`config.mk`:
```
export PLATFORM = sky130hd
export DESIGN_NAME = boot_csr
export DESIGN_NICKNAME = d
export VERILOG_FILES = /design/src/logic/sba_pkg.sv /design/src/logic/boot_csr.sv
export SDC_FILE = /design/constraint.sdc
export NUM_CORES = 1
export LEC_CHECK = 0
export BUFFER_PORTS_ARGS = -buffer_cell sky130_fd_sc_hd__buf_2
export CAP_MARGIN = 10
export CORE_MARGIN = 3
export CORE_UTILIZATION = 50
export CTS_CLUSTER_SIZE = 14
export DETAILED_ROUTE_END_ITERATION = 16
export PLACE_DENSITY = 0.79
export SYNTH_ARGS = -nofsm -noshare
export SYNTH_HDL_FRONTEND = slang
export SYNTH_SLANG_ARGS = --single-unit
```
`constraint.sdc`:
```
create_clock -name clk_sys -period 2.46 [get_ports clk_sys]
set_input_delay 0.246 -clock clk_sys [delete_from_list [all_inputs] [get_ports clk_sys]]
set_output_delay 0.246 -clock clk_sys [all_outputs]
set_load 0.01 [all_outputs]
```
`src/logic/sba_pkg.sv`:
```
//////////////////////////////////////////////////////////////////////
// Addresses are 32 bits wide; only 32-bit and 64-bit accesses exist
//////////////////////////////////////////////////////////////////////

package sba_pkg;

  //////////////////////////////////////////////////////////////////////
  // Widths
  //////////////////////////////////////////////////////////////////////

  typedef logic [31:0] sb_addr_t;
  typedef logic [63:0] sb_data_t;
  typedef logic [6:0]  dmi_addr_t;
  typedef logic [31:0] dmi_data_t;
  typedef logic [2:0]  sb_size_t;
  typedef logic [2:0]  sb_err_t;

  // Legal access sizes
  localparam sb_size_t SbSize32 = 3'd2;
  localparam sb_size_t SbSize64 = 3'd3;

  // Error codes as reported in the SBCS error field
  localparam sb_err_t SbErrNone  = 3'd0;
  localparam sb_err_t SbErrAddr  = 3'd2;
  localparam sb_err_t SbErrAlign = 3'd3;
  localparam sb_err_t SbErrSize  = 3'd4;
  localparam sb_err_t SbErrBusy  = 3'd7;

  //////////////////////////////////////////////////////////////////////
  // DMI register addresses
  //////////////////////////////////////////////////////////////////////

  localparam dmi_addr_t DmiSbcs       = 7'h38;
  localparam dmi_addr_t DmiSbAddress0 = 7'h39;
  localparam dmi_addr_t DmiSbData0    = 7'h3C;
  localparam dmi_addr_t DmiSbData1    = 7'h3D;

  //////////////////////////////////////////////////////////////////////
  // System bus address map
  //////////////////////////////////////////////////////////////////////

  localparam sb_addr_t SpmBase = 32'h0100_0000;
  localparam sb_addr_t CsrBase = 32'h0300_0000;

  // Byte offsets of the boot scratch registers
  localparam logic [3:0] CsrEntryOffset = 4'h4;
  localparam logic [3:0] CsrTokenOffset = 4'h8;
  localparam logic [3:0] CsrEocOffset   = 4'hC;

endpackage

```
`src/logic/boot_csr.sv`:
```
//////////////////////////////////////////////////////////////////////
// Offset 0 and unknown offsets read zero and ignore writes
//////////////////////////////////////////////////////////////////////

`timescale 1ns/100ps

module boot_csr (
  input  logic               clk_sys,
  input  logic               reset_i,
  input  logic               sel_i,
  input  logic               we_i,
  input  logic [3:0]         offset_i,
  input  sba_pkg::dmi_data_t wdata_i,
  output sba_pkg::dmi_data_t rdata_o,
  output sba_pkg::sb_addr_t  boot_entry_o,
  output logic               boot_go_o,
  output logic               eoc_o,
  output logic [30:0]        exit_code_o
);
  import sba_pkg::*;

  sb_addr_t  entry_q;
  dmi_data_t token_q;
  dmi_data_t eoc_q;
  logic      wr;

  assign wr = sel_i && we_i;

  // Start token and end-of-computation word gate the outside world
  always_ff @(posedge clk_sys) begin
    if (reset_i) begin
      token_q <= '0;
      eoc_q   <= '0;
    end else if (wr) begin
      if (offset_i == CsrTokenOffset) begin
        token_q <= wdata_i;
      end
      if (offset_i == CsrEocOffset) begin
        eoc_q <= wdata_i;
      end
    end
  end

  always_ff @(posedge clk_sys) begin
    if (wr && offset_i == CsrEntryOffset) begin
      entry_q <= wdata_i;
    end
  end

  always_comb begin
    case (offset_i)
      CsrEntryOffset: rdata_o = entry_q;
      CsrTokenOffset: rdata_o = token_q;
      CsrEocOffset:   rdata_o = eoc_q;
      default:        rdata_o = '0;
    endcase
  end

  assign boot_entry_o = entry_q;
  assign boot_go_o    = token_q[0];
  // Bit 0 flags completion, the rest is the exit code
  assign eoc_o        = eoc_q[0];
  assign exit_code_o  = eoc_q[31:1];

endmodule

```
==> metrics.csv <==
stage,metric,value,unit
synthesis,dominant synthesized flop cell,dfxtp_1,
finish,Layout area overhead,24.49,%
pwr,worst vdd ir,0.2739,mV
pwr,P per Cell Area,563.4,nW/um^2
finish,total of fill cells in the finished design,636,
global_route,vias in the first global route,3263,
global_route,initial antenna violation count,0,
worst_setup_path,Critical Path RT,2.21,ns
pwr,Lkg Pwr,2.530,nW
job,max_cap viols,0,
worst_setup_path,maximum fanout along the worst path,23,
die,Die Wd,97.04,um
sta,hold_ws,0.06289,ns
route,initial drt markers,270,
worst_setup_path,Worst Setup Start Kind,primary input,
min_path,Hold Path Class,in2reg,
clock_tree,Clock H-tree levels,3,
synthesis,post-synth design cell area,4144,sq um
synthesis,yosys warns,0,
clock_tree,Post-CTS Setup Inserts,0,
status,status,completed,
pwr,Tot Pwr,0.002906,W
clock_tree,# resized after CTS,0,
synthesis,cells after synthesis,354,
synthesis,Yosys cell types,15,
die,DIE HEIGHT,97.04,um
finish,nets,523,
global_route,largest net degree at the start of global routing,51,
finish,Antenna diodes,0,
global_route,total congestion overflow,0,
synthesis,synth top area cells,"dfxtp_1 31%, edfxtp_1 23%, mux2i_1 15%, nand2b_1 14%, a222oi_1 7.7%",
clock_tree,CTS max path bufs,2,
sta,fmax,538.6,MHz
route,Pre-Repair DR Iteration Count,8,
die,area of the core,7888,sq um
synthesis,top-count cell post-synth,nand2b_1,
global_route,GRT Util Overall,21.17,%
die,initial core utilization,52.54,%
worst_setup_path,Setup CP Type,in2out,
route,DRT antenna net count,0,
finish,Layout Utilization,65.40,%
synthesis,number of synthesized flops with an enable pin,32,
clock_tree,Clk Tree Root Cell,clkbuf_8,
die,num rows,32,
place,Port Buf Inserts,136,
clock_tree,CTS tree,built,
worst_setup_path,critical path arrival,1.61,ns
route,Routed WL,9879,um
place,cell area after placement,4943,sq um
synthesis,top cell types by occurrence after synthesis,"96 x nand2b_1, 64 x dfxtp_1, 64 x mux2i_1",
route,DR vias/cell,5.351,
global_route,first-pass GRT wire length,16370,um
synthesis,Synth top area share,30.92,%
clock_tree,Worst-path clk slew,0.10,ns
synthesis,Mapped Nets,394,
sta,setup TNS,0,ns
sta,Final Cycle Share,75.48,%
worst_setup_path,crit end category,primary output,
sta,final worst path period need,1.857,ns
die,Ports,137,
route,routed len/inst,16.74,um
place,Detailed Place HPWL,6934,um
clock_tree,clk_lat worst skew,0.35,ns
sta,final setup fails,0,
sta,Post-Route Skew,0,ns
synthesis,post-synthesis average cell area,11.71,sq um
route,DRC,0,
synthesis,register area share after synthesis,54.11,%
synthesis,"FFs w/ async S/R, synth",0,%
synthesis,"area leader, netlist",dfxtp_1,
synthesis,number of synthesized register bits,96,
die,Die Area,9417,sq um
sta,final hold vios,0,
finish,cell area after layout,5159,sq um
clock_tree,# hold bufs at CTS,0,
sta,worst-margin pin slew,0.6397,ns
clock_tree,total CTS buffers,9,
place,GPL Wtd Cong,0.7569,
route,Via Count,3157,
finish,share of cells above drive strength 1,34.22,%
clock_tree,CTS sink cnt,96,
sta,RSZ-0062 raised after global routing,no,
sta,Slew HR,57.35,%
sta,Max Slew Vio Count,0,
-- worst max-delay path: stages --
cell and delay [ns]:
buf_2 0.14, and4bb_2 0.36, buf_4 0.26, a222oi_1 0.37
inv_1 0.08, buf_2 0.15
-- cells by family (layout without fill, tap and decap cells) --
logic type | after synthesis | in the layout | synth area share, %
and+or+nand+nor | 104 | 104 | 16.67
DFF | 96 | 96 | 54.11
muxes | 64 | 64 | 15.46
buffers and inverters | 58 | 192 | 6.039
AOI/OAI and AO/OA | 32 | 32 | 7.730
-- metal layers --
layer	wire length, um	vias up	global-route usage [%]
li1	-	1511	-
met1	4193	1527	26.18
met2	5026	109	36.73
met3	542	10	4.398
met4	118	0	7.127
met5	0	-	0
-- path summary, 6_finish.rpt --
check / slack, ns / cells past startpoint / from / to
worst min-delay path: 0.06 / 1 / wdata_i[13] / boot_entry_o[13]
worst max-delay path: 0.60 / 6 / offset_i[0] / rdata_o[24]
worst max register to register: 1.79 / 2 / eoc_q[0] / eoc_q[0]
worst min register to register: 0.48 / 2 / token_q[31] / token_q[31]
-- where the power goes --
group	internal, W	switching [W]	total, W	leakage (nW)
Combinational	0.0000864	0.0000974	0.000184	1.62
Sequential	0.00165	0.00000849	0.00166	0.804
Clock	0.000500	0.000566	0.00107	0.103
Total	0.00223	0.000672	0.00291	2.53
-- cells in the final DEF, fill, tap and decap left out --
cell and instances:
a222oi_1 32, and3_1 1, and3_2 2, and4bb_2 1
buf_12 4, buf_2 136, buf_4 4, clkbuf_16 2
clkbuf_8 9, clkinv_4 1, clkinvlp_4 2, dfxtp_1 64
edfxtp_1 32, inv_1 32, inv_6 2, mux2i_1 64
nand2b_1 96, nand3_2 2, nor4b_4 2
-- area by class of cell --
| type | instances | area (sq um) | share of cell area, % |
|---|---|---|---|
| inverter | 32 | 120.1 | 2.328 |
| multi-input combinational | 200 | 1663 | 32.23 |
| clock buffer | 11 | 173.9 | 3.371 |
| clock inverter | 5 | 41.29 | 0.8004 |
| timing repair buffer | 144 | 790.8 | 15.33 |
| tap | 102 | 127.6 | 2.474 |
| sequential | 96 | 2242 | 43.46 |
-- registers in the layout, summed over array words and instances, names as in the netlist --
| register | cells |
|---|---|
| boot_entry_o | 32 |
| eoc_q | 32 |
| token_q | 32 |
-- through the flow --
step	cells	setup slack [ns]
2_1_floorplan	354	0.2168
4_1_cts	590	0.5915
3_5_place_dp	574	0.5972
5_1_grt	590	0.4513
3_3_place_gp	574	0.6438
6_report	590	0.6033
Power figures use the tool's default switching activity.
