===== config.mk =====
export PLATFORM = sky130hd
export DESIGN_NAME = sb_master
export DESIGN_NICKNAME = d
export VERILOG_FILES = /design/src/logic/sba_pkg.sv /design/src/logic/sb_master.sv
export SDC_FILE = /design/constraint.sdc
export NUM_CORES = 1
export LEC_CHECK = 0
export BUFFER_PORTS_ARGS = -buffer_cell sky130_fd_sc_hd__buf_4
export CORE_MARGIN = 2
export CORE_UTILIZATION = 23
export DETAILED_ROUTE_END_ITERATION = 16
export PLACE_DENSITY = 0.52
export SLEW_MARGIN = 20
export SYNTH_ARGS = -nofsm -noshare
export SYNTH_HDL_FRONTEND = slang
export SYNTH_SLANG_ARGS = --single-unit
export TNS_END_PERCENT = 50

===== constraint.sdc =====
create_clock -name clk_sys -period 9.3 [get_ports clk_sys]
set_input_delay 0.465 -clock clk_sys [delete_from_list [all_inputs] [get_ports clk_sys]]
set_output_delay 0.465 -clock clk_sys [all_outputs]
set_load 0.02 [all_outputs]

===== src/logic/sba_pkg.sv =====
//////////////////////////////////////////////////////////////////////
// Addresses are 32 bits wide; only 32-bit and 64-bit accesses exist
//////////////////////////////////////////////////////////////////////

package sba_pkg;

  //////////////////////////////////////////////////////////////////////
  // Widths
  //////////////////////////////////////////////////////////////////////

  typedef logic [31:0] sb_addr_t;
  typedef logic [63:0] sb_data_t;
  typedef logic [6:0]  dmi_addr_t;
  typedef logic [31:0] dmi_data_t;
  typedef logic [2:0]  sb_size_t;
  typedef logic [2:0]  sb_err_t;

  // Legal access sizes
  localparam sb_size_t SbSize32 = 3'd2;
  localparam sb_size_t SbSize64 = 3'd3;

  // Error codes as reported in the SBCS error field
  localparam sb_err_t SbErrNone  = 3'd0;
  localparam sb_err_t SbErrAddr  = 3'd2;
  localparam sb_err_t SbErrAlign = 3'd3;
  localparam sb_err_t SbErrSize  = 3'd4;
  localparam sb_err_t SbErrBusy  = 3'd7;

  //////////////////////////////////////////////////////////////////////
  // DMI register addresses
  //////////////////////////////////////////////////////////////////////

  localparam dmi_addr_t DmiSbcs       = 7'h38;
  localparam dmi_addr_t DmiSbAddress0 = 7'h39;
  localparam dmi_addr_t DmiSbData0    = 7'h3C;
  localparam dmi_addr_t DmiSbData1    = 7'h3D;

  //////////////////////////////////////////////////////////////////////
  // System bus address map
  //////////////////////////////////////////////////////////////////////

  localparam sb_addr_t SpmBase = 32'h0100_0000;
  localparam sb_addr_t CsrBase = 32'h0300_0000;

  // Byte offsets of the boot scratch registers
  localparam logic [3:0] CsrEntryOffset = 4'h4;
  localparam logic [3:0] CsrTokenOffset = 4'h8;
  localparam logic [3:0] CsrEocOffset   = 4'hC;

endpackage


===== src/logic/sb_master.sv =====
//////////////////////////////////////////////////////////////////////
// Fixed latency: done follows start by two cycles, never checks busy
//////////////////////////////////////////////////////////////////////

`timescale 1ns/100ps

module sb_master #(
  parameter int MemWordsLog2 = 10
) (
  input  logic                    clk_sys,
  input  logic                    reset_i,
  input  logic                    acc_start_i,
  input  logic                    acc_we_i,
  input  sba_pkg::sb_addr_t       acc_addr_i,
  input  sba_pkg::sb_size_t       acc_size_i,
  input  sba_pkg::sb_data_t       acc_wdata_i,
  input  sba_pkg::sb_data_t       mem_rdata_i,
  input  sba_pkg::dmi_data_t      csr_rdata_i,
  output logic                    acc_done_o,
  output sba_pkg::sb_err_t        acc_err_o,
  output sba_pkg::sb_data_t       acc_rdata_o,
  output logic                    mem_sel_o,
  output logic                    mem_we_o,
  output logic [MemWordsLog2-1:0] mem_index_o,
  output sba_pkg::sb_data_t       mem_wdata_o,
  output logic [7:0]              mem_be_o,
  output logic                    csr_sel_o,
  output logic                    csr_we_o,
  output logic [3:0]              csr_offset_o,
  output sba_pkg::dmi_data_t      csr_wdata_o
);
  import sba_pkg::*;

  typedef enum logic [1:0] {StIdle, StIssue, StRespond} state_e;

  state_e                  state_q;
  sb_addr_t                spm_offset;
  logic                    wide, size_ok, aligned, in_spm, in_csr;
  sb_err_t                 err_d, err_q;
  logic                    to_mem_q, we_q, hi_lane_q;
  logic [MemWordsLog2-1:0] index_q;
  logic [3:0]              offset_q;
  sb_data_t                wdata_q;
  logic [7:0]              be_q;
  dmi_data_t               csr_rdata_q;

  //////////////////////////////////////////////////////////////////////
  // Address decode and checks
  //////////////////////////////////////////////////////////////////////

  assign wide       = (acc_size_i == SbSize64);
  assign size_ok    = (acc_size_i == SbSize32) || wide;
  assign aligned    = wide ? (acc_addr_i[2:0] == 3'd0) : (acc_addr_i[1:0] == 2'd0);
  assign spm_offset = acc_addr_i - SpmBase;
  assign in_spm     = (spm_offset >> (MemWordsLog2 + 3)) == '0;
  assign in_csr     = (acc_addr_i[31:4] == CsrBase[31:4]) &&
                      (acc_addr_i[3:0] inside {CsrEntryOffset, CsrTokenOffset, CsrEocOffset});

  always_comb begin
    if (!size_ok) begin
      err_d = SbErrSize;
    end else if (!aligned) begin
      err_d = SbErrAlign;
    end else if (!in_spm && !in_csr) begin
      err_d = SbErrAddr;
    end else if (in_csr && wide) begin
      // Boot registers are 32 bits only
      err_d = SbErrSize;
    end else begin
      err_d = SbErrNone;
    end
  end

  //////////////////////////////////////////////////////////////////////
  // Sequencer
  //////////////////////////////////////////////////////////////////////

  always_ff @(posedge clk_sys) begin
    if (reset_i) begin
      state_q <= StIdle;
    end else begin
      case (state_q)
        StIdle:    if (acc_start_i) state_q <= StIssue;
        StIssue:   state_q <= StRespond;
        default:   state_q <= StIdle;
      endcase
    end
  end

  always_ff @(posedge clk_sys) begin
    if (state_q == StIdle && acc_start_i) begin
      err_q     <= err_d;
      to_mem_q  <= in_spm;
      we_q      <= acc_we_i;
      hi_lane_q <= acc_addr_i[2] && !wide;
      index_q   <= spm_offset[MemWordsLog2+2:3];
      offset_q  <= acc_addr_i[3:0];
      wdata_q   <= wide ? acc_wdata_i : {2{acc_wdata_i[31:0]}};
      be_q      <= wide ? 8'hFF : (acc_addr_i[2] ? 8'hF0 : 8'h0F);
    end
    if (csr_sel_o) begin
      csr_rdata_q <= csr_rdata_i;
    end
  end

  // Targets are only touched by error-free accesses
  assign mem_sel_o    = (state_q == StIssue) && to_mem_q && (err_q == SbErrNone);
  assign csr_sel_o    = (state_q == StIssue) && !to_mem_q && (err_q == SbErrNone);
  assign mem_we_o     = we_q;
  assign mem_index_o  = index_q;
  assign mem_wdata_o  = wdata_q;
  assign mem_be_o     = be_q;
  assign csr_we_o     = we_q;
  assign csr_offset_o = offset_q;
  assign csr_wdata_o  = wdata_q[31:0];

  assign acc_done_o  = (state_q == StRespond);
  assign acc_err_o   = err_q;
  assign acc_rdata_o = !to_mem_q ? {32'd0, csr_rdata_q} :
                       hi_lane_q ? {32'd0, mem_rdata_i[63:32]} : mem_rdata_i;

endmodule


==> results_dict.tcl, run 1 <==
set metrics [dict create \
    status "finished clean" \
    crit_path_max_fanout 67 \
    timing.critical_path.from_type "flop" \
    timing_worst_slew_pin_value_ns 0.884 \
    synth_top_cell_by_area "edfxtp_1" \
    gp_congestion 0.788 \
    nets 934 \
    finalSetupViolCount 0 \
    fp.dieW_um 157 \
    syn-instance-count 378 \
    grt_max_degree 69 \
    reg2reg_depth 3 \
    synth_cell_type_count 28 \
    worst_slack_ns 6.39 \
    cp_data_arrival_time_ns 2.45 \
    async_s_r_ff_share_synth_pct 0 \
    yosys_warning_count 0 \
    diodes 0 \
    cts.repair.resized 0 \
    min_period_over_period_pct 31.3 \
    n_fill_cell 2333 \
    synth_top_area_share_pct 65.2 \
    final_cell_area_um2 8890 \
    clockRootBuffer "clkbuf_16" \
    rows 56 \
    cts_htree_levels 4 \
    hold_bufs_inserted_after_cts 0 \
    multi_input_comb_area_um2 1430 \
    final_max_slew_viol_count 0 \
    final.setup.tns_ns 0 \
    clk_pin_slew_ns 0.06 \
    total_area_of_sequential_cells_um2 3550 \
    clock-skew-final_ns 0.0156 \
    overflow 0 \
    cts_num_sinks 119 \
    initial_cell_density_of_the_core_pct 23.2 \
    grt_setup_unrepaired "no" \
    routed-wl-met2_mm 9.08 \
    die_area_um2 24700 \
    critical_path_class "flop to output port" \
    holdCritPathClass "input pin to flop" \
    worst_slew_margin_rel_pct 40.8 \
    max_clock_freq_mhz 343 \
    routed_wire_length_per_instance_um 16.7 \
    number_of_buffers_inserted_by_post_cts_setup_repair 0 \
    fp.dieH_um 157 \
    synthMostInstantiatedCell "edfxtp_1" \
    cts-buffers-inserted 17 \
    floorplan.core_area_um2 23300 \
    syn_area_um2 5390 \
    synth_area_leaders "edfxtp_1 65%, mux2_2 6.7%, buf_4 6.0%, mux2i_1 5.9%, and2_1 3.8%" \
    first_pass_grt_wire_length_mm 24.5 \
    clockBufferDepth 2 \
    synth_edf_count 117 \
    source_to_sink_clock_delay_at_the_later_pin_of_the_worst_skew_pair_ns 0.42 \
    cts_tree "yes" \
    viasPerCell 4.00 \
    wl_met1_mm 6.59 \
    synth.avg_cell_area_um2 14.3 \
    remaining_drc_errors 0 \
    routed_wirelength_mm 17.8 \
    final_number_of_hold_violating_endpoints 0 \
    top_level_ports 389 \
    max-vdd-ir-drop_v 0.000106 \
    area_growth_pct 65.1 \
    grt_pass1_vias 4189 \
    timing.final.crit_period_ns 2.91 \
    number_of_input_and_output_port_buffers_inserted 388 \
    drv.max_cap_violation_count 0 \
    drt_first_iter_violations 209 \
    worst_setup_path_end_kind "output port" \
    highest_layer "met4" \
    share_of_layout_cells_above_drive_strength_1_pct 62.4 \
    final_antenna_net_count 0 \
    post-dp-hpwl_mm 14.0 \
    preCtsSetupSlack_ns 6.78 \
    grt_usage_pct 13.6 \
    ys_ff_latch 119 \
    worst_ep_required_time_ns 8.84 \
    synth_top_cells_by_count "117 x edfxtp_1, 43 x buf_4, 37 x nor2_1" \
    ys_dominant_reg_cell "edfxtp_1" \
    min_delay_path_depth 1 \
    areal_power_density_over_the_cells_nw_per_um2 171 \
    vias 4255 \
    seq_area_frac_synth_pct 66.0 \
    dpl-instance-area_um2 8350 \
    total_leakage_power_nw 3.90 \
    met3_wirelength_mm 1.98 \
    antenna_found_initial 0 \
    synth.net_count 579 \
    drtPass1Iterations 4 \
]
==> per-layer routing <==
metal,up-vias,global-route usage [%]
met4,0,3.64
met1,1941,14.7
met3,8,5.97
met2,249,24.3
li1,2057,-
met5,-,0
==> registers in the layout (all words and copies together), names as in the netlist <==
register      count
csr_we_o          1
csr_rdata_q      32
mem_index_o      10
to_mem_q          1
hi_lane_q         1
mem_wdata_o      64
state_q           2
acc_err_o         3
csr_offset_o      3
mem_be_o          2
==> stage by stage <==
stage	hold slack (ns)	total power, mW	cells	utilization (%)
2_1_floorplan	0.460	0.783	378	-
3_3_place_gp	0.499	0.926	1033	35.9
3_5_place_dp	0.499	0.927	1033	35.9
4_1_cts	0.199	1.55	1064	38.2
5_1_grt	0.201	1.58	1064	38.2
6_report	0.223	1.52	1064	38.2
==> critical path, stage by stage (launching register included) <==
cell	delay, ns
edfxtp_1	0.32
buf_4	0.50
nor2b_2	0.80
and2_1	0.24
buf_4	0.14
==> logic make-up after synthesis <==
kind of cell,after synthesis,share of synthesized area [%]
mux,64,12.6
xor+xnor,1,0.163
simple gates,94,9.48
fa+ha+maj,2,0.464
compound gates,37,3.58
flops,119,66.0
buf+inv,61,7.73
==> cell type report <==
cell class	instances	area share, %
Multi-Input combinational cell	198	16.1
Clock buffer	17	4.78
Clock inverter	14	1.32
Tap cell	319	4.49
Sequential cell	119	40.0
Timing Repair Buffer	393	33.2
Inverter	4	0.169
==> power breakdown <==
group	leakage [nW]	internal (mW)	switching, mW
registers	1.12	0.623	0.0117
clock network	0.253	0.346	0.265
logic	2.53	0.136	0.140
total	3.90	1.11	0.417
==> final timing paths <==
check	end	start	slack, ns
hold reg to reg	state_q[1]	state_q[0]	0.51
hold / removal	csr_rdata_q[29]	csr_rdata_i[29]	0.22
setup / recovery	acc_rdata_o[56]	to_mem_q	6.39
setup reg to reg	hi_lane_q	state_q[1]	7.32
==> layout by cell type, fill, tap and decap left out, drive strengths merged, types with 5 or more instances in the layout <==
cell | synthesis | routed
a21oi | 34 | 34
and2 | 33 | 33
buf | 49 | 393
clkbuf | 8 | 17
clkinvlp | 0 | 5
edfxtp | 117 | 117
inv | 4 | 11
mux2 | 32 | 32
mux2i | 32 | 32
nand2 | 5 | 5
nor2 | 37 | 37
nor2b | 5 | 5
nor4 | 7 | 7
Note: power is estimated with default switching activity, not from simulation.
==> run 2, diff against run 1 <==
ABC_AREA = 1   (was unset)
PLACE_DENSITY = 0.54   (was 0.52)
clock period = 2.4 ns   (was 9.3 ns; I/O delays follow)
==> results_dict.tcl, run 2 <==
set metrics [dict create \
    status "finished clean" \
    worst_setup_path_end_kind "output port" \
    drv.max_cap_violation_count 0 \
    ys_dominant_reg_cell "edfxtp_1" \
    worst_path_dominant_cell_family "simple AND/OR/NAND/NOR gates" \
    diodes 0 \
    number_of_input_and_output_port_buffers_inserted 388 \
    gp_congestion 0.918 \
    number_of_buffers_inserted_by_post_cts_setup_repair 0 \
    syn-instance-count 549 \
    max-vdd-ir-drop_v 0.000380 \
    timing.critical_path.from_type "flop" \
    cts_num_sinks 119 \
    synth_cell_type_count 23 \
    clockBufferDepth 2 \
    grt_usage_pct 15.6 \
    cts_tree "yes" \
    seq_area_frac_synth_pct 64.1 \
    synth_area_leaders "edfxtp_1 63%, nand2_1 14%, buf_4 5.5%, o211ai_1 4.3%, nor2_1 3.2%" \
    rows 56 \
    min_period_over_period_pct 85.2 \
    fp.dieH_um 159 \
    source_to_sink_clock_delay_at_the_later_pin_of_the_worst_skew_pair_ns 0.41 \
    cts-buffers-inserted 17 \
    areal_power_density_over_the_cells_nw_per_um2 611 \
    ys_ff_latch 119 \
    synth.avg_cell_area_um2 10.1 \
    worst_ep_required_time_ns 2.28 \
    fp.dieW_um 159 \
    clock-skew-final_ns 0.0116 \
    cp_data_arrival_time_ns 1.92 \
    largest_register_ff_count 64 \
    fin_cells 1341 \
    drt_first_iter_violations 253 \
    yosys_warning_count 0 \
    initial_cell_density_of_the_core_pct 23.6 \
    clockRootBuffer "clkbuf_16" \
    crit_path_max_fanout 25 \
    yosys-mux-area-fraction_pct 0 \
    routed_wirelength_mm 20.1 \
    synthMostInstantiatedCell "nand2_1" \
    remaining_drc_errors 0 \
    n_fill_cell 2277 \
    dominant_combinational_cell_family_by_area_after_synthesis "simple AND/OR/NAND/NOR gates" \
    area_growth_pct 83.7 \
    critical_path_class "flop to output port" \
    totalPowerFinal_mw 6.22 \
    drtPass1Iterations 4 \
    timing_worst_slew_pin_value_ns 0.637 \
    top_level_ports 389 \
    finalSetupViolCount 0 \
    max_clock_freq_mhz 489 \
    vias 5373 \
    share_of_layout_cells_above_drive_strength_1_pct 43.2 \
    worst_path_max_delay_cell "or3_1" \
    die_area_um2 25400 \
    cts_htree_levels 4 \
    final_cell_area_um2 10200 \
    slowest_stage_delay_cp_ns 0.44 \
    dpl-instance-area_um2 8530 \
    post-dp-hpwl_mm 15.3 \
    yosys.area_share.adder_pct 0.451 \
    crit_path_frequent_cell "buf_4" \
    clk_pin_slew_ns 0.06 \
    timing.final.crit_period_ns 2.04 \
    worst_slew_margin_rel_pct 57.5 \
    routed_wire_length_per_instance_um 15.0 \
    cp_cell_sequence "or3_1, nor3_4, buf_4, buf_4" \
    most_frequent_standard_cell_in_the_layout_excluding_fill_and_tap_cells "buf_4" \
    synth_top_area_share_pct 63.3 \
    grt_setup_unrepaired "no" \
    total_area_of_sequential_cells_um2 3550 \
    nets 1210 \
    worstPathBufferInverterCount 2 \
    post_synth_xor_area_fraction_pct 0 \
    synth_top_cell_by_area "edfxtp_1" \
    final_max_slew_viol_count 0 \
    synth_simple_gate_area_share_pct 19.8 \
    multi_input_comb_area_um2 1410 \
    floorplan.core_area_um2 23500 \
    synth_top_cells_by_count "214 x nand2_1, 117 x edfxtp_1, 48 x nor2_1" \
    async_s_r_ff_share_synth_pct 0 \
    syn_area_um2 5550 \
    synth.net_count 750 \
    final_number_of_hold_violating_endpoints 0 \
    post-place-cells 1201 \
    overflow 0 \
    grt_max_degree 73 \
    final_antenna_net_count 0 \
    first_pass_grt_wire_length_mm 30.7 \
    total_leakage_power_nw 4.79 \
    grt_pass1_vias 5597 \
    holdCritPathClass "input pin to flop" \
    layout.cells.most_common_list "396 x buf_4, 214 x nand2_1, 117 x edfxtp_1, 108 x dlygate4sd3_1, 48 x nor2_1" \
    synth_edf_count 117 \
    viasPerCell 4.01 \
    antenna_found_initial 0 \
    synth_compound_area_share_pct 4.65 \
]
[run 2: cell count changes after synthesis, sizes merged, moves of 5 or more]
cell | previous run | this run
a21oi | 34 | 1
and2 | 33 | 0
nor2 | 37 | 59
inv | 4 | 48
o211ai | 1 | 32
mux2i | 32 | 0
nor2b | 5 | 0
mux2 | 32 | 0
nor4 | 7 | 1
nand2 | 5 | 214
[run 2: stage by stage]
step	hold slack (ns)	util [%]	TNS, ns	setup WS [ns]
floorplan	0.185	-	-49.18	-0.420
detailed placement	0.290	36.2	0	0.758
CTS	0.0132	43.3	0	0.309
finish	0.0273	43.3	0	0.356
global route	0.0223	43.3	0	0.206
global placement	0.286	36.2	0	0.781
[run 2: layout make-up]
| type | count | share of cell area (%) |
|---|---|---|
| clock buffer | 17 | 4.17 |
| clock inverter | 15 | 1.49 |
| inverter | 48 | 1.77 |
| multi-input combinational | 318 | 13.8 |
| sequential | 119 | 34.9 |
| tap | 319 | 3.92 |
| timing repair buffer | 505 | 40.0 |
[run 2: kinds of logic (layout without fill, tap and decap cells)]
logic type / after synthesis / in the layout
AOI/OAI and AO/OA: 35 / 35
adders and majority gates: 2 / 2
buffers and inverters: 112 / 585
DFF: 119 / 119
and+or+nand+nor: 281 / 281
[run 2: power by group]
group / internal [mW] / switching (mW) / total (mW)
Sequential: 2.42 / 0.0494 / 2.47
Clock: 1.53 / 0.968 / 2.50
Combinational: 0.623 / 0.635 / 1.26
Total: 4.57 / 1.65 / 6.22
[run 2: worst reg2reg max path, cell delays in order (launching register included)]
cell      delay, ns
edfxtp_1       0.38
or3_1          0.44
nor3_4         0.14
buf_4          0.34
[run 2: path summary, 6_finish.rpt]
| check | depth (start not counted) | slack, ns | startpoint | endpoint |
|---|---|---|---|---|
| worst max-delay path | 4 | 0.36 | acc_err_o[1] | csr_sel_o |
| worst min-delay path | 3 | 0.03 | acc_wdata_i[35] | mem_wdata_o[35] |
| worst max register to register | 3 | 0.75 | acc_err_o[1] | csr_rdata_q[16] |
| worst min register to register | 1 | 0.46 | state_q[1] | state_q[0] |
[run 2: routing by layer]
metal	part of all wire [%]	global-route usage (%)
met1	38	16.3
met2	51	28.5
met3	9.1	5.89
met4	2.2	5.74
met5	0	0
[run 2: timing repair]
| action | 4_1_cts | 5_1_grt |
|---|---|---|
| gates resized for setup | 0 | 0 |
| endpoints found under the hold margin | 109 | 0 |
| endpoints found under the setup margin | 0 | 0 |
| hold buffers | 108 | 0 |
==> run 3, diff against run 2 <==
ABC_AREA = 0   (was 1)
PLACE_DENSITY = 0.52   (was 0.54)
clock period = 2.2 ns   (was 2.4 ns; I/O delays follow)
==> results_dict.tcl, run 3 (same netlist as run 1, synthesis figures left out) <==
set metrics [dict create \
    status "finished clean" \
    worst_r2r_endpoint "csr_rdata_q[29]" \
    cts_num_sinks 119 \
    cp-startpoint "state_q[1]" \
    finalSetupViolCount 0 \
    timing.final.crit_period_ns 1.96 \
    source_to_sink_clock_delay_at_the_later_pin_of_the_worst_skew_pair_ns 0.41 \
    clockBufferDepth 2 \
    worst_ep_required_time_ns 2.09 \
    gp_congestion 0.722 \
    critical_path_class "flop to output port" \
    highest_layer "met4" \
    drt_first_iter_violations 193 \
    post-dp-hpwl_mm 13.9 \
    fp.dieH_um 157 \
    diodes 0 \
    multi_input_comb_area_um2 1440 \
    max_clock_freq_mhz 510 \
    remaining_drc_errors 0 \
    final_antenna_net_count 0 \
    routed-wl-met2_mm 9.84 \
    cp_cell_sequence "nand2b_1, nor4_1, nor2b_4, buf_12, buf_4" \
    n_fill_cell 2231 \
    cts_htree_levels 4 \
    cp_data_arrival_time_ns 1.85 \
    most_frequent_standard_cell_in_the_layout_excluding_fill_and_tap_cells "buf_4" \
    cts_tree "yes" \
    final_cell_area_um2 10100 \
    antenna_found_initial 0 \
    total_leakage_power_nw 4.42 \
    die_area_um2 24700 \
    final_core_util_pct 43.5 \
    routed_wirelength_mm 18.9 \
    grt_pass1_vias 4838 \
    initial_cell_density_of_the_core_pct 23.2 \
    final_number_of_hold_violating_endpoints 0 \
    wl_met1_mm 7.03 \
    areal_power_density_over_the_cells_nw_per_um2 682 \
    final_max_slew_viol_count 0 \
    floorplan.core_area_um2 23300 \
    fp.dieW_um 157 \
    largest_register_ff_count 64 \
    worst_slew_margin_rel_pct 64.7 \
    crit_path_max_fanout 33 \
    number_of_input_and_output_port_buffers_inserted 388 \
    max-vdd-ir-drop_v 0.000466 \
    area_growth_pct 87.7 \
    vias 4705 \
    clockRootBuffer "clkbuf_16" \
    r2r_slack_ns 0.63 \
    rows 56 \
    timing_worst_slew_pin_value_ns 0.524 \
    overflow 0 \
    layout.cells.most_common_list "392 x buf_4, 117 x edfxtp_1, 108 x dlygate4sd3_1, 37 x nor2_1, 34 x a21oi_1" \
    top_level_ports 389 \
    cts-buffers-inserted 17 \
    crit_end "csr_sel_o" \
    drv.max_cap_violation_count 0 \
    share_of_layout_cells_above_drive_strength_1_pct 54.8 \
    slowest_stage_delay_cp_ns 0.33 \
    met3_wirelength_mm 1.88 \
    total_area_of_sequential_cells_um2 3550 \
    dpl-instance-area_um2 8430 \
    viasPerCell 4.00 \
    grt_usage_pct 14.5 \
    clock-skew-final_ns 0.0113 \
    grt_setup_unrepaired "no" \
    timing.critical_path.from_type "flop" \
    worst_r2r_startpoint "state_q[1]" \
    worst_setup_path_end_kind "output port" \
    drtPass1Iterations 4 \
    min_period_over_period_pct 89.0 \
    reg2reg_depth 4 \
    clk_pin_slew_ns 0.06 \
    worst_path_max_delay_cell "dfxtp_1" \
    grt_max_degree 87 \
    first_pass_grt_wire_length_mm 26.6 \
    nets 1045 \
    routed_wire_length_per_instance_um 16.1 \
    holdCritPathClass "input pin to flop" \
]
[run 3: power by group]
part / internal (mW) / switching [mW]
combinational: 0.714 / 0.636
clock: 1.78 / 1.07
sequential: 2.64 / 0.0545
total: 5.13 / 1.76
[run 3: worst min-delay path by stage]
stage,depth (start not counted),to,start
3_3_place_gp,2,state_q[0],reset_i
6_report,2,mem_wdata_o[43],acc_wdata_i[43]
5_1_grt,2,mem_wdata_o[43],acc_wdata_i[43]
3_5_place_dp,2,state_q[0],reset_i
2_1_floorplan,1,state_q[0],reset_i
4_1_cts,2,mem_wdata_o[43],acc_wdata_i[43]
[run 3: critical path, delay by kind of cell, from the launching register on]
| kind | cells | cell delay (ns) |
|---|---|---|
| and+or+nand+nor | 3 | 0.67 |
| buffers and inverters | 2 | 0.39 |
| DFF | 1 | 0.33 |
[run 3: layout make-up]
class / count / share of cell area [%]
tap: 319 / 3.95
inverter: 4 / 0.148
timing repair buffer: 504 / 40.6
sequential: 119 / 35.2
clock inverter: 14 / 1.73
clock buffer: 17 / 4.21
multi-input combinational: 198 / 14.2
[run 3: through the flow]
step	hold slack [ns]	std cells	setup WS (ns)	total power, mW	setup TNS [ns]
after floorplan	0.174	378	-0.762	3.30	-67.90
after CTS	0.00391	1175	0.178	7.00	0
after detailed placement	0.275	1036	0.671	3.94	0
after global routing	0.00845	1175	0.0865	7.18	0
final	0.0199	1175	0.241	6.90	0
after global placement	0.275	1036	0.619	3.94	0
[run 3: per-layer routing]
layer / up-vias / track usage (%)
met1: 2174 / 15.5
li1: 2270 / -
met4: 0 / 3.90
met3: 12 / 5.53
met2: 249 / 26.7
met5: - / 0
[run 3: repair_timing]
action,4_1_cts,5_1_grt
hold buffers,108,0
buffers inserted,0,0
endpoints found under the hold margin,110,0
resized for setup,0,0
