[src/logic/sba_pkg.sv]
//////////////////////////////////////////////////////////////////////
// Addresses are 32 bits wide; only 32-bit and 64-bit accesses exist
//////////////////////////////////////////////////////////////////////

package sba_pkg;

  //////////////////////////////////////////////////////////////////////
  // Widths
  //////////////////////////////////////////////////////////////////////

  typedef logic [31:0] sb_addr_t;
  typedef logic [63:0] sb_data_t;
  typedef logic [6:0]  dmi_addr_t;
  typedef logic [31:0] dmi_data_t;
  typedef logic [2:0]  sb_size_t;
  typedef logic [2:0]  sb_err_t;

  // Legal access sizes
  localparam sb_size_t SbSize32 = 3'd2;
  localparam sb_size_t SbSize64 = 3'd3;

  // Error codes as reported in the SBCS error field
  localparam sb_err_t SbErrNone  = 3'd0;
  localparam sb_err_t SbErrAddr  = 3'd2;
  localparam sb_err_t SbErrAlign = 3'd3;
  localparam sb_err_t SbErrSize  = 3'd4;
  localparam sb_err_t SbErrBusy  = 3'd7;

  //////////////////////////////////////////////////////////////////////
  // DMI register addresses
  //////////////////////////////////////////////////////////////////////

  localparam dmi_addr_t DmiSbcs       = 7'h38;
  localparam dmi_addr_t DmiSbAddress0 = 7'h39;
  localparam dmi_addr_t DmiSbData0    = 7'h3C;
  localparam dmi_addr_t DmiSbData1    = 7'h3D;

  //////////////////////////////////////////////////////////////////////
  // System bus address map
  //////////////////////////////////////////////////////////////////////

  localparam sb_addr_t SpmBase = 32'h0100_0000;
  localparam sb_addr_t CsrBase = 32'h0300_0000;

  // Byte offsets of the boot scratch registers
  localparam logic [3:0] CsrEntryOffset = 4'h4;
  localparam logic [3:0] CsrTokenOffset = 4'h8;
  localparam logic [3:0] CsrEocOffset   = 4'hC;

endpackage

[src/logic/dmi_regs.sv]
//////////////////////////////////////////////////////////////////////
// Register writes are ignored while busy; the debugger must poll sbbusy
// Reads return one cycle after the request, unknown addresses read zero
//////////////////////////////////////////////////////////////////////

`timescale 1ns/100ps

module dmi_regs (
  input  logic               clk_sys,
  input  logic               reset_i,
  input  logic               dmi_req_i,
  input  logic               dmi_we_i,
  input  sba_pkg::dmi_addr_t dmi_addr_i,
  input  sba_pkg::dmi_data_t dmi_wdata_i,
  input  logic               acc_done_i,
  input  sba_pkg::sb_err_t   acc_err_i,
  input  sba_pkg::sb_data_t  acc_rdata_i,
  output sba_pkg::dmi_data_t dmi_rdata_o,
  output logic               dmi_rvalid_o,
  output logic               acc_start_o,
  output logic               acc_we_o,
  output sba_pkg::sb_addr_t  acc_addr_o,
  output sba_pkg::sb_size_t  acc_size_o,
  output sba_pkg::sb_data_t  acc_wdata_o
);
  import sba_pkg::*;

  // SBCS bit positions
  localparam int SbcsBusyBit    = 21;
  localparam int SbcsRoaBit     = 20;
  localparam int SbcsAccessLsb  = 17;
  localparam int SbcsAutoincBit = 16;
  localparam int SbcsRodBit     = 15;
  localparam int SbcsErrLsb     = 12;

  logic      roa_q, rod_q, autoinc_q, busy_q;
  sb_size_t  access_q;
  sb_err_t   err_q, err_keep, err_new;
  sb_addr_t  addr_q;
  dmi_data_t data0_q, data1_q;
  logic      pend_we_q, pend_wide_q;
  logic      rvalid_q;
  dmi_data_t rdata_q, sbcs_value;
  logic      wr_sbcs, wr_addr, wr_data0, wr_data1, rd_data0;
  logic      trigger, busy_err, done_ok;

  //////////////////////////////////////////////////////////////////////
  // Request decode and access start
  //////////////////////////////////////////////////////////////////////

  assign wr_sbcs  = dmi_req_i && dmi_we_i && (dmi_addr_i == DmiSbcs);
  assign wr_addr  = dmi_req_i && dmi_we_i && (dmi_addr_i == DmiSbAddress0);
  assign wr_data0 = dmi_req_i && dmi_we_i && (dmi_addr_i == DmiSbData0);
  assign wr_data1 = dmi_req_i && dmi_we_i && (dmi_addr_i == DmiSbData1);
  assign rd_data0 = dmi_req_i && !dmi_we_i && (dmi_addr_i == DmiSbData0);

  assign trigger  = wr_data0 || (wr_addr && roa_q) || (rd_data0 && rod_q);
  assign busy_err = trigger && busy_q;
  assign done_ok  = acc_done_i && (acc_err_i == SbErrNone);

  assign acc_start_o = trigger && !busy_q;
  assign acc_we_o    = wr_data0;
  assign acc_size_o  = access_q;
  // Forward the value written this cycle so the access sees it at once
  assign acc_addr_o  = wr_addr ? dmi_wdata_i : addr_q;
  assign acc_wdata_o = {data1_q, wr_data0 ? dmi_wdata_i : data0_q};

  // Sticky error, software clears it by writing ones
  always_comb begin
    err_keep = wr_sbcs ? (err_q & ~dmi_wdata_i[SbcsErrLsb +: 3]) : err_q;
    if (acc_done_i && acc_err_i != SbErrNone) begin
      err_new = acc_err_i;
    end else if (busy_err) begin
      err_new = SbErrBusy;
    end else begin
      err_new = SbErrNone;
    end
  end

  always_comb begin
    sbcs_value                        = '0;
    sbcs_value[SbcsBusyBit]           = busy_q;
    sbcs_value[SbcsRoaBit]            = roa_q;
    sbcs_value[SbcsAccessLsb +: 3]    = access_q;
    sbcs_value[SbcsAutoincBit]        = autoinc_q;
    sbcs_value[SbcsRodBit]            = rod_q;
    sbcs_value[SbcsErrLsb +: 3]       = err_q;
  end

  //////////////////////////////////////////////////////////////////////
  // Control state
  //////////////////////////////////////////////////////////////////////

  always_ff @(posedge clk_sys) begin
    if (reset_i) begin
      roa_q     <= 1'b0;
      rod_q     <= 1'b0;
      autoinc_q <= 1'b0;
      access_q  <= '0;
      busy_q    <= 1'b0;
      err_q     <= SbErrNone;
      rvalid_q  <= 1'b0;
    end else begin
      rvalid_q <= dmi_req_i && !dmi_we_i;
      if (wr_sbcs) begin
        roa_q     <= dmi_wdata_i[SbcsRoaBit];
        rod_q     <= dmi_wdata_i[SbcsRodBit];
        autoinc_q <= dmi_wdata_i[SbcsAutoincBit];
        access_q  <= dmi_wdata_i[SbcsAccessLsb +: 3];
      end
      if (acc_start_o) begin
        busy_q <= 1'b1;
      end else if (acc_done_i) begin
        busy_q <= 1'b0;
      end
      if (err_keep == SbErrNone && err_new != SbErrNone) begin
        err_q <= err_new;
      end else begin
        err_q <= err_keep;
      end
    end
  end

  //////////////////////////////////////////////////////////////////////
  // Address, data and read return
  //////////////////////////////////////////////////////////////////////

  always_ff @(posedge clk_sys) begin
    if (acc_start_o) begin
      pend_we_q   <= acc_we_o;
      pend_wide_q <= (access_q == SbSize64);
    end
    if (wr_addr && !busy_q) begin
      addr_q <= dmi_wdata_i;
    end else if (done_ok && autoinc_q) begin
      addr_q <= addr_q + (pend_wide_q ? 32'd8 : 32'd4);
    end
    if (wr_data0 && !busy_q) begin
      data0_q <= dmi_wdata_i;
    end else if (done_ok && !pend_we_q) begin
      data0_q <= acc_rdata_i[31:0];
    end
    if (wr_data1 && !busy_q) begin
      data1_q <= dmi_wdata_i;
    end else if (done_ok && !pend_we_q && pend_wide_q) begin
      data1_q <= acc_rdata_i[63:32];
    end
    // Read-on-data returns the value held before the new access
    case (dmi_addr_i)
      DmiSbcs:       rdata_q <= sbcs_value;
      DmiSbAddress0: rdata_q <= addr_q;
      DmiSbData0:    rdata_q <= data0_q;
      DmiSbData1:    rdata_q <= data1_q;
      default:       rdata_q <= '0;
    endcase
  end

  assign dmi_rvalid_o = rvalid_q;
  assign dmi_rdata_o  = rdata_q;

endmodule

[config.mk]
export PLATFORM = sky130hd
export DESIGN_NAME = dmi_regs
export DESIGN_NICKNAME = d
export VERILOG_FILES = /design/src/logic/sba_pkg.sv /design/src/logic/dmi_regs.sv
export SDC_FILE = /design/constraint.sdc
export NUM_CORES = 1
export LEC_CHECK = 0
export BUFFER_PORTS_ARGS = -buffer_cell sky130_fd_sc_hd__buf_2
export CORE_MARGIN = 2
export CORE_UTILIZATION = 30
export CTS_CLUSTER_DIAMETER = 200
export DETAILED_ROUTE_END_ITERATION = 7
export PLACE_DENSITY = 0.6
export SLEW_MARGIN = 10
export SYNTH_ARGS = -nofsm -noshare
export SYNTH_HDL_FRONTEND = slang
export SYNTH_SLANG_ARGS = --single-unit
[constraint.sdc]
create_clock -name clk_sys -period 8.1 [get_ports clk_sys]
set_input_delay 1.62 -clock clk_sys [delete_from_list [all_inputs] [get_ports clk_sys]]
set_output_delay 1.62 -clock clk_sys [all_outputs]
set_load 0.02 [all_outputs]
==> results of run 1 <==
[cell usage after synthesis, types with 2 or more instances]
cell / instances
mux2_2: 123
edfxtp_1: 98
nand2_1: 47
dfxtp_1: 43
inv_1: 28
o21ai_0: 26
a222oi_1: 22
xor2_1: 20
buf_2: 19
nor2_1: 17
nand3_1: 13
a22oi_1: 12
o21ai_1: 12
clkbuf_1: 10
mux2i_1: 10
nand4_1: 10
nor3_1: 8
xnor2_1: 6
a221o_1: 5
mux2_1: 5
and2_1: 4
and3_1: 4
and4_1: 4
nand2b_1: 4
o22ai_1: 3
or3_1: 3
a31oi_1: 2
a32o_1: 2
buf_6: 2
ha_1: 2
inv_2: 2
nor2_2: 2
nor3_2: 2
nor4_4: 2
[cells by family (layout without fill, tap and decap cells)]
logic type,Yosys count,count (layout),synth area share
xor gates and xnor gates,26,26,0.0313
muxes,138,138,0.212
AOI/OAI and AO/OA,89,89,0.0889
DFF,141,141,0.523
buffers and inverters,62,313,0.0378
other,0,1,0
and+or+nand+nor,132,132,0.101
adders and majority gates,3,3,0.00619
[cells in the final DEF (no fill, tap or decap), types with 3 or more instances in the layout]
| master | n |
|---|---|
| a221o_1 | 5 |
| a222oi_1 | 22 |
| a22oi_1 | 12 |
| and2_1 | 4 |
| and3_1 | 4 |
| and4_1 | 4 |
| buf_2 | 244 |
| buf_4 | 7 |
| clkbuf_16 | 18 |
| clkinv_2 | 3 |
| clkinv_4 | 3 |
| clkinvlp_4 | 4 |
| dfxtp_1 | 43 |
| edfxtp_1 | 98 |
| inv_1 | 28 |
| mux2_1 | 5 |
| mux2_2 | 123 |
| mux2i_1 | 10 |
| nand2_1 | 46 |
| nand2b_1 | 4 |
| nand3_1 | 13 |
| nand4_1 | 10 |
| nor2_1 | 16 |
| nor3_1 | 7 |
| nor4_4 | 3 |
| o21ai_0 | 26 |
| o21ai_1 | 12 |
| or3_1 | 3 |
| xnor2_1 | 6 |
| xor2_1 | 20 |
[metrics by stage]
stage               setup slack (ps)  total power [mW]  instance area, um2  utilization
finish                          2390              1.65                9440        0.400
global route                    2240              1.70                9430        0.400
CTS                             2350              1.67                9430        0.400
detailed placement              2350             0.867                8840        0.374
global placement                2410             0.866                8840        0.374
floorplan                       3460             0.819                7270            -
[final cells by class]
class	count	area (um2)	area share
well taps	319	399	0.0423
inverters	30	113	0.0119
flip-flops and latches	141	3800	0.403
diodes	1	2.50	0.000265
clock buffers	19	454	0.0481
clock inverters	13	140	0.0149
repair buffers	251	1270	0.135
multi-input cells	388	3250	0.344
[where the power goes]
part           switching (mW)  total, mW  internal (mW)
Sequential            0.00193      0.771          0.769
Combinational          0.0405     0.0797         0.0393
Clock                   0.327      0.800          0.473
[worst paths after layout]
path                        endpoint
max reg2reg     addr_q[30]$_DFFE_PP_
min reg2reg  dmi_rdata_o[10]$_DFF_P_
max                   acc_wdata_o[7]
min          dmi_rdata_o[10]$_DFF_P_
[worst max-delay path: cells and delay by family]
kind / cells / cell delay, ps
buffers and inverters: 2 / 270
multiplexers: 1 / 550
AND/OR/NAND/NOR: 3 / 1620
[registers in the layout (all words and copies together) (netlist names), 3 cells and up]
register	flops
addr_q	32
acc_size_o	3
err_q	3
data0_q	32
data1_q	32
dmi_rdata_o	32
[metal layers]
layer	GRT usage	up-vias
li1	-	2741
met5	0	-
met1	0.223	2847
met2	0.323	192
met3	0.0462	15
met4	0.0388	0
==> summary.txt, run 1 <==
Placement
  • Placed insts: 1,129
  • IO Port Bufs: 244
  • Final Wtd Congestion: 0.827
  • HPWL Detailed: 16.1 mm

STA
  • Final Skew: 7.10 ps
  • Unrepaired setup endpoints after global routing: no
  • Hold slack: 476 ps
  • Setup_tns: 0 ps
  • Relative slew slack: 0.242
  • Fin. Hold Viols: 0
  • Measured slew at the worst slew-check pin: 1130 ps
  • Fin. max-slew vios: 0
  • Final min period: 5710 ps
  • Peak Freq: 0.175 GHz
  • Final cycle utilization of the critical path: 0.705
  • Finish-stage setup viols: 0

Hold path
  • Hold Startpoint: data0_q[10]$_DFFE_PP_
  • Hold Path Depth: 2
  • Min-delay worst type: reg2reg

Detailed routing
  • Iter 0 DRT Violations: 399
  • Drt wl/cell: 20.0 um
  • Post-Route WL: 23.2 mm
  • Routed Antenna Nets: 0
  • Met2 wire length: 11.9 mm
  • Vias: 5,795
  • Met3 routed WL: 1.48 mm
  • DRC viols: 0
  • M1 WL: 9.70 mm
  • DRT Pass-1 Iters: 5
  • Via-per-instance ratio: 4.99
  • Top routing layer used: met4

Yosys
  • Post-synth EDFFs: 98
  • Synth area leaders: edfxtp_1 (40%), mux2_2 (19%), dfxtp_1 (12%), a222oi_1 (3.0%), nand2_1 (2.4%)
  • Synthesized area per cell: 12.3 um2
  • Cell area after synthesis: 7270 um2
  • Yosys top cell by area: edfxtp_1
  • Syn Inst Count: 591
  • Register area share after synthesis: 0.523
  • Distinct cells, synth: 53
  • Post-synth top area share: 0.405
  • FFs w/ async S/R, synth: 0
  • Ys Warns: 0
  • Main synth FF type: edfxtp_1
  • Post-synthesis net count: 705
  • Register bit count reported by yosys: 141

Floorplan
  • Die Area: 25,500 um2
  • Die height: 160 um
  • Ports: 245
  • Die X: 160 um
  • Starting Density: 0.308
  • Rows: 56
  • Core Area: 23,600 um2

Worst setup path
  • Critical path class: in2out
  • CP most frequent cell: buf_2
  • Worst Path Required: 6480 ps
  • Worst Setup Start Kind: primary input
  • R2R cell count: 8
  • Crit-path cells: buf_2 -> nand4b_1 -> nor2_2 -> nand2_2 -> mux2_2 -> buf_2
  • CP Capture Type: output port
  • Critical path fanouts, max: 35
  • CP arrival: 4090 ps
  • Slowest CP cell: nand2_2
  • R2r setup slk: 5290 ps
  • Slowest stage delay, CP: 730 ps
  • Setup crit start: dmi_addr_i[6]
  • R2r startpoint: pend_wide_q$_DFFE_PP_

CTS
  • Post CTS Setup Buffer Count: 0
  • Hold_buf cts: 0
  • CTS Buffer Depth: 2
  • Worst-path clk slew: 60 ps
  • Clk sinks: 141
  • CTS root buf: clkbuf_16
  • Post-cts sizing count: 0
  • H-tree depth: 4
  • CTS tree: done
  • Total CTS buffers: 17
  • Later-pin clock latency in the skew report: 420 ps

Global route
  • First-pass GRT wire length: 35.3 mm
  • All-Layer GR Usage: 0.182
  • GRT Residual Overflow: 0
  • Number of global-route vias before repair: 5,887
  • Antenna violations before repair: 1
  • Pin count of the biggest net entering global routing: 60

Cells and area
  • P&R area growth vs syn: 29.7%
  • Fillers: 2,331
  • Final non-filler cell total: 1,162
  • Share of cells above drive strength 1: 0.506
  • Layout Nets: 943

Power
  • Power Density: 175 nW/um2
  • IR drop worst, VDD: 0.122 mV
  • Static leakage: 3.79 nW

Flow run
  • Max-Cap Viols: 0

Run status
  • Status: completed
No activity file was read; power rests on OpenSTA's default activity.
==> inputs of run 2 (changes only) <==
--- a/config.mk
+++ b/config.mk
@@ -5,6 +5,7 @@
 export SDC_FILE = /design/constraint.sdc
 export NUM_CORES = 1
 export LEC_CHECK = 0
+export ABC_AREA = 1
 export BUFFER_PORTS_ARGS = -buffer_cell sky130_fd_sc_hd__buf_2
 export CORE_MARGIN = 2
 export CORE_UTILIZATION = 30
==> constraint.sdc (replaced) <==
create_clock -name clk_sys -period 5.8 [get_ports clk_sys]
set_input_delay 1.16 -clock clk_sys [delete_from_list [all_inputs] [get_ports clk_sys]]
set_output_delay 1.16 -clock clk_sys [all_outputs]
set_load 0.02 [all_outputs]
==> run 2 against run 1 <==
Area after synthesis increased by 6.5%. Wire length increased by 13%. Design area increased by 3.6%. Total power increased by 40%. Core utilization decreased by 1.3 points. Global-route usage increased by 1.2 points.
==> summary.txt, run 2 <==
STA
  • Final cycle utilization of the critical path: 0.715
  • Final worst slack: 1650 ps
  • Measured slew at the worst slew-check pin: 1000 ps
  • Final min period: 4150 ps
  • Hold slack: 484 ps
  • Peak Freq: 0.241 GHz
  • Relative slew slack: 0.333
  • Finish-stage setup viols: 0
  • Unrepaired setup endpoints after global routing: no
  • Fin. max-slew vios: 0
  • Final Skew: 12.8 ps
  • Setup_tns: 0 ps
  • Fin. Hold Viols: 0

CTS
  • CTS root buf: clkbuf_16
  • Later-pin clock latency in the skew report: 420 ps
  • Clk sinks: 141
  • H-tree depth: 4
  • Worst-path clk slew: 60 ps
  • Post CTS Setup Buffer Count: 0
  • Post-cts sizing count: 0
  • CTS Buffer Depth: 2
  • Total CTS buffers: 17
  • CTS tree: done
  • Hold_buf cts: 0

Floorplan
  • Core Area: 25,300 um2
  • Starting Density: 0.307
  • Die X: 165 um
  • Rows: 58
  • Die Area: 27,100 um2
  • Die height: 165 um
  • Ports: 245

Power
  • Seq pwr share: 0.465
  • Psw: 513 uW
  • Static leakage: 4.45 nW
  • Net Sw Frac: 0.221
  • Clock Power Share: 0.480
  • IR drop worst, VDD: 0.158 mV
  • Comb pwr share: 0.055
  • Int Power: 1.80 mW
  • Power Density: 237 nW/um2

Detailed routing
  • DRT Pass-1 Iters: 5
  • Iter 0 DRT Violations: 576
  • Vias: 7,277
  • Routed Antenna Nets: 0
  • Via-per-instance ratio: 4.85
  • DRC viols: 0
  • Post-Route WL: 26.3 mm
  • Drt wl/cell: 17.5 um

Yosys
  • Main synth FF type: edfxtp_1
  • Syn Inst Count: 927
  • Synth area leaders: edfxtp_1 (38%), nand2_1 (15%), dfxtp_1 (11%), o21ai_2 (5.1%), inv_1 (4.7%)
  • FFs w/ async S/R, synth: 0
  • Yosys top cell by area: edfxtp_1
  • Post-synth top area share: 0.380
  • Count leader, synth: nand2_1
  • Synthesized area per cell: 8.35 um2
  • Register bit count reported by yosys: 141
  • Ys Warns: 0
  • Register area share after synthesis: 0.491
  • Post-synth EDFFs: 98
  • Commonest cells post-synth: nand2_1 (305), edfxtp_1 (98), inv_1 (96), o21ai_0 (69), o21ai_2 (45)
  • Distinct cells, synth: 37
  • Post-synthesis net count: 1,041
  • Cell area after synthesis: 7740 um2

Global route
  • Pin count of the biggest net entering global routing: 65
  • Antenna violations before repair: 0
  • Number of global-route vias before repair: 6,748
  • GRT Residual Overflow: 0
  • All-Layer GR Usage: 0.194
  • First-pass GRT wire length: 39.2 mm

Cells and area
  • Most frequent cells in the layout: nand2_1 (304), buf_2 (244), edfxtp_1 (98)
  • Layout Nets: 1,271
  • Register area: 3800 um2
  • P&R area growth vs syn: 26.2%
  • Fillers: 2,691
  • Share of cells above drive strength 1: 0.306
  • Commonest non-fill, non-tap cell in the layout: nand2_1
  • Final instance area: 9780 um2
  • Area occupied by multi-input gates: 3300 um2
  • N_diodes: 0

Flow run
  • Max-Cap Viols: 0

Worst setup path
  • R2r setup slk: 2950 ps
  • FF-to-FF End: addr_q[20]$_DFFE_PP_
  • Worst Setup Start Kind: primary input
  • Worst Path Required: 4640 ps
  • Critical path class: in2out
  • R2R cell count: 12
  • CP arrival: 2990 ps
  • R2r startpoint: pend_wide_q$_DFFE_PP_
  • CP Capture Type: output port
  • CP most frequent cell: buf_2
  • Slowest stage delay, CP: 380 ps
  • Crit-path cells: buf_2 -> inv_1 -> nand2_1 -> nor2_2 -> nand2_4 -> nor2_4 -> buf_4 -> inv_2 -> o21ai_1 -> buf_2
  • Slowest CP cell: buf_4
  • Critical path fanouts, max: 27

Placement
  • Setup slack at placement: 1650 ps
  • Placed Area: 9190 um2
  • HPWL Detailed: 19.6 mm
  • IO Port Bufs: 244
  • Final Wtd Congestion: 0.900

Hold path
  • Hold Path Depth: 2
  • Hold Startpoint: data1_q[27]$_DFFE_PP_
  • Min-delay worst type: reg2reg
  • WHS Endpoint: dmi_rdata_o[27]$_DFF_P_

Run status
  • Status: completed
-- run 2: cell count changes in the layout (fill, tap and decap cells not counted), sizes merged, moves of 17 or more --
cell | before | now
a222oi | 22 | 0
inv | 31 | 106
mux2 | 128 | 0
nand2 | 48 | 313
nor2 | 19 | 40
o211ai | 0 | 17
o21ai | 38 | 151
-- run 2: layout make-up --
cell class	instances	area share
Inverter	106	0.0407
Multi-Input combinational cell	640	0.338
Tap cell	330	0.0422
Sequential cell	141	0.389
Timing Repair Buffer	251	0.130
Clock buffer	28	0.0552
Clock inverter	4	0.00499
-- run 2: routing by layer --
layer | track usage | up-vias | wire [um]
met1 | 0.262 | 3395 | 11900
met3 | 0.0382 | 17 | 1810
met4 | 0.0391 | 0 | 212
li1 | - | 3593 | -
met2 | 0.323 | 272 | 12400
met5 | 0 | - | 0
-- run 2: power by group through the flow --
stage / Sequential, mW / Clock (mW) / Combinational [mW]
finish: 1.08 / 1.11 / 0.128
global route: 1.08 / 1.16 / 0.142
CTS: 1.08 / 1.12 / 0.128
detailed placement: 1.10 / 0 / 0.128
global placement: 1.10 / 0 / 0.126
floorplan: 1.10 / 0 / 0.0594
-- run 2: worst max-delay path by stage --
stage / startpoint / end
floorplan: acc_err_i[0] / data1_q[0]$_DFFE_PP_
detailed placement: dmi_addr_i[2] / acc_addr_o[2]
global placement: dmi_addr_i[2] / acc_addr_o[12]
CTS: dmi_addr_i[2] / acc_addr_o[2]
finish: dmi_addr_i[2] / acc_addr_o[2]
global route: dmi_addr_i[2] / acc_addr_o[12]
-- run 2: kinds of logic (layout without fill, tap and decap cells) --
logic type                 Yosys count  count (layout)  share of synthesized area
AOI/OAI and AO/OA                  206             206                      0.171
xor gates and xnor gates            15              15                     0.0170
adders and majority gates            3               3                    0.00582
buffers and inverters              146             389                     0.0851
DFF                                141             141                      0.491
and+or+nand+nor                    416             416                      0.230
-- run 2: per-stage QoR --
stage | util | std cells | total power, mW
after floorplan | - | 927 | 1.16
after global placement | 0.364 | 1468 | 1.23
after global routing | 0.387 | 1500 | 2.38
after CTS | 0.387 | 1500 | 2.33
after detailed placement | 0.364 | 1468 | 1.23
final | 0.387 | 1500 | 2.32
-- run 2: critical path, delay by kind of cell --
family,cells,cell delay (ps)
AOI/OAI and AO/OA,1,130
buffers and inverters,5,820
and+or+nand+nor,4,850
==> inputs of run 3 (changes only) <==
--- a/config.mk
+++ b/config.mk
@@ -5,7 +5,7 @@
 export SDC_FILE = /design/constraint.sdc
 export NUM_CORES = 1
 export LEC_CHECK = 0
-export ABC_AREA = 1
+export ABC_AREA = 0
 export BUFFER_PORTS_ARGS = -buffer_cell sky130_fd_sc_hd__buf_2
 export CORE_MARGIN = 2
 export CORE_UTILIZATION = 30
==> constraint.sdc (replaced) <==
create_clock -name clk_sys -period 4.26 [get_ports clk_sys]
set_input_delay 0.852 -clock clk_sys [delete_from_list [all_inputs] [get_ports clk_sys]]
set_output_delay 0.852 -clock clk_sys [all_outputs]
set_load 0.02 [all_outputs]
==> run 3 against run 2 <==
Sequential power grew 36%. Cell count is 22% lower. Via count decreased by 21%. Critical path type unchanged. Critical endpoint is now acc_addr_o[15]. Largest power group is now sequential cells. Highest routed layer unchanged.
==> summary.txt, run 3 (synthesis results as in run 1) <==
Placement
  • Final Wtd Congestion: 0.876
  • HPWL Detailed: 16.5 mm
  • Placed insts: 1,136
  • IO Port Bufs: 244
  • Placed Area: 8920 um2
  • Setup slack at placement: 693 ps

Cells and area
  • Final instance area: 9460 um2
  • Commonest non-fill, non-tap cell in the layout: buf_2
  • P&R area growth vs syn: 30.1%
  • Fillers: 2,350
  • Final non-filler cell total: 1,169
  • Register area: 3800 um2
  • Most frequent cells in the layout: buf_2 (244), mux2_2 (123), edfxtp_1 (98)
  • Area occupied by multi-input gates: 3250 um2
  • Core Util, Final: 0.401
  • Share of cells above drive strength 1: 0.510
  • Layout Nets: 950

CTS
  • Hold_buf cts: 0
  • Total CTS buffers: 17
  • CTS tree: done
  • Post CTS Setup Buffer Count: 0
  • Later-pin clock latency in the skew report: 420 ps
  • Clk sinks: 141
  • Worst-path clk slew: 70 ps
  • Post-cts sizing count: 0
  • H-tree depth: 4
  • CTS Buffer Depth: 2
  • CTS root buf: clkbuf_16

Detailed routing
  • M1 WL: 9.93 mm
  • Iter 0 DRT Violations: 485
  • Post-Route WL: 23.0 mm
  • Routed Antenna Nets: 0
  • Met2 wire length: 11.5 mm
  • Via-per-instance ratio: 4.94
  • Met3 routed WL: 1.34 mm
  • DRC viols: 0
  • DRT Pass-1 Iters: 6
  • Drt wl/cell: 19.7 um
  • Top routing layer used: met4
  • Vias: 5,774

Floorplan
  • Core Area: 23,600 um2
  • Rows: 56
  • Die height: 160 um
  • Ports: 245
  • Die Area: 25,500 um2
  • Die X: 160 um
  • Starting Density: 0.308

STA
  • Setup_tns: 0 ps
  • Fin. Hold Viols: 0
  • Peak Freq: 0.280 GHz
  • Measured slew at the worst slew-check pin: 906 ps
  • Final min period: 3570 ps
  • Fin. max-slew vios: 0
  • Final Skew: 15.7 ps
  • Relative slew slack: 0.395
  • Hold slack: 471 ps
  • Finish-stage setup viols: 0
  • Unrepaired setup endpoints after global routing: no
  • Final cycle utilization of the critical path: 0.838
  • Final worst slack: 690 ps

Worst setup path
  • CP Capture Type: output port
  • Worst Path Required: 3410 ps
  • Critical path fanouts, max: 30
  • Critical path class: in2out
  • CP arrival: 2720 ps
  • Worst Setup Start Kind: primary input

Global route
  • Number of global-route vias before repair: 5,828
  • All-Layer GR Usage: 0.179
  • Pin count of the biggest net entering global routing: 33
  • GRT Residual Overflow: 0
  • Antenna violations before repair: 1
  • First-pass GRT wire length: 34.5 mm

Power
  • Tot Pwr: 3.00 mW
  • IR drop worst, VDD: 0.194 mV
  • Static leakage: 3.83 nW
  • Power Density: 317 nW/um2

Run status
  • Status: completed

Flow run
  • Max-Cap Viols: 0

Hold path
  • Min-delay worst type: reg2reg
run 3: report_power, final:
| part | internal [mW] | switching (mW) | leakage [nW] |
|---|---|---|---|
| combinational | 0.0749 | 0.0775 | 2.32 |
| sequential | 1.46 | 0.00376 | 1.23 |
| clock | 0.781 | 0.603 | 0.277 |
| total | 2.32 | 0.684 | 3.83 |
run 3: layout make-up:
class / instances / share of cell area
Sequential cell: 141 / 0.402
Inverter: 30 / 0.0119
Timing Repair Buffer: 258 / 0.143
Tap cell: 319 / 0.0422
Antenna cell: 1 / 0.000264
Clock buffer: 19 / 0.0480
Multi-Input combinational cell: 388 / 0.344
Clock inverter: 13 / 0.00926
run 3: critical path: stages:
cell     delay (ps)
buf_2           110
and4b_1         310
nand2_1         250
nor3_4          360
buf_12          270
mux2_2          390
buf_2           170
run 3: layer usage:
layer | track usage | up-vias
met1 | 0.225 | 2802
met5 | 0 | -
met2 | 0.307 | 212
li1 | - | 2744
met3 | 0.0413 | 16
met4 | 0.0496 | 0
run 3: final timing paths:
| check | start | to | slack (ps) | depth (start not counted) |
|---|---|---|---|---|
| setup / recovery | dmi_addr_i[6] | acc_addr_o[15] | 690 | 7 |
| hold / removal | data0_q[23]$_DFFE_PP_ | dmi_rdata_o[23]$_DFF_P_ | 470 | 2 |
| setup reg to reg | pend_wide_q$_DFFE_PP_ | addr_q[30]$_DFFE_PP_ | 1500 | 8 |
| hold reg to reg | data0_q[23]$_DFFE_PP_ | dmi_rdata_o[23]$_DFF_P_ | 470 | 2 |
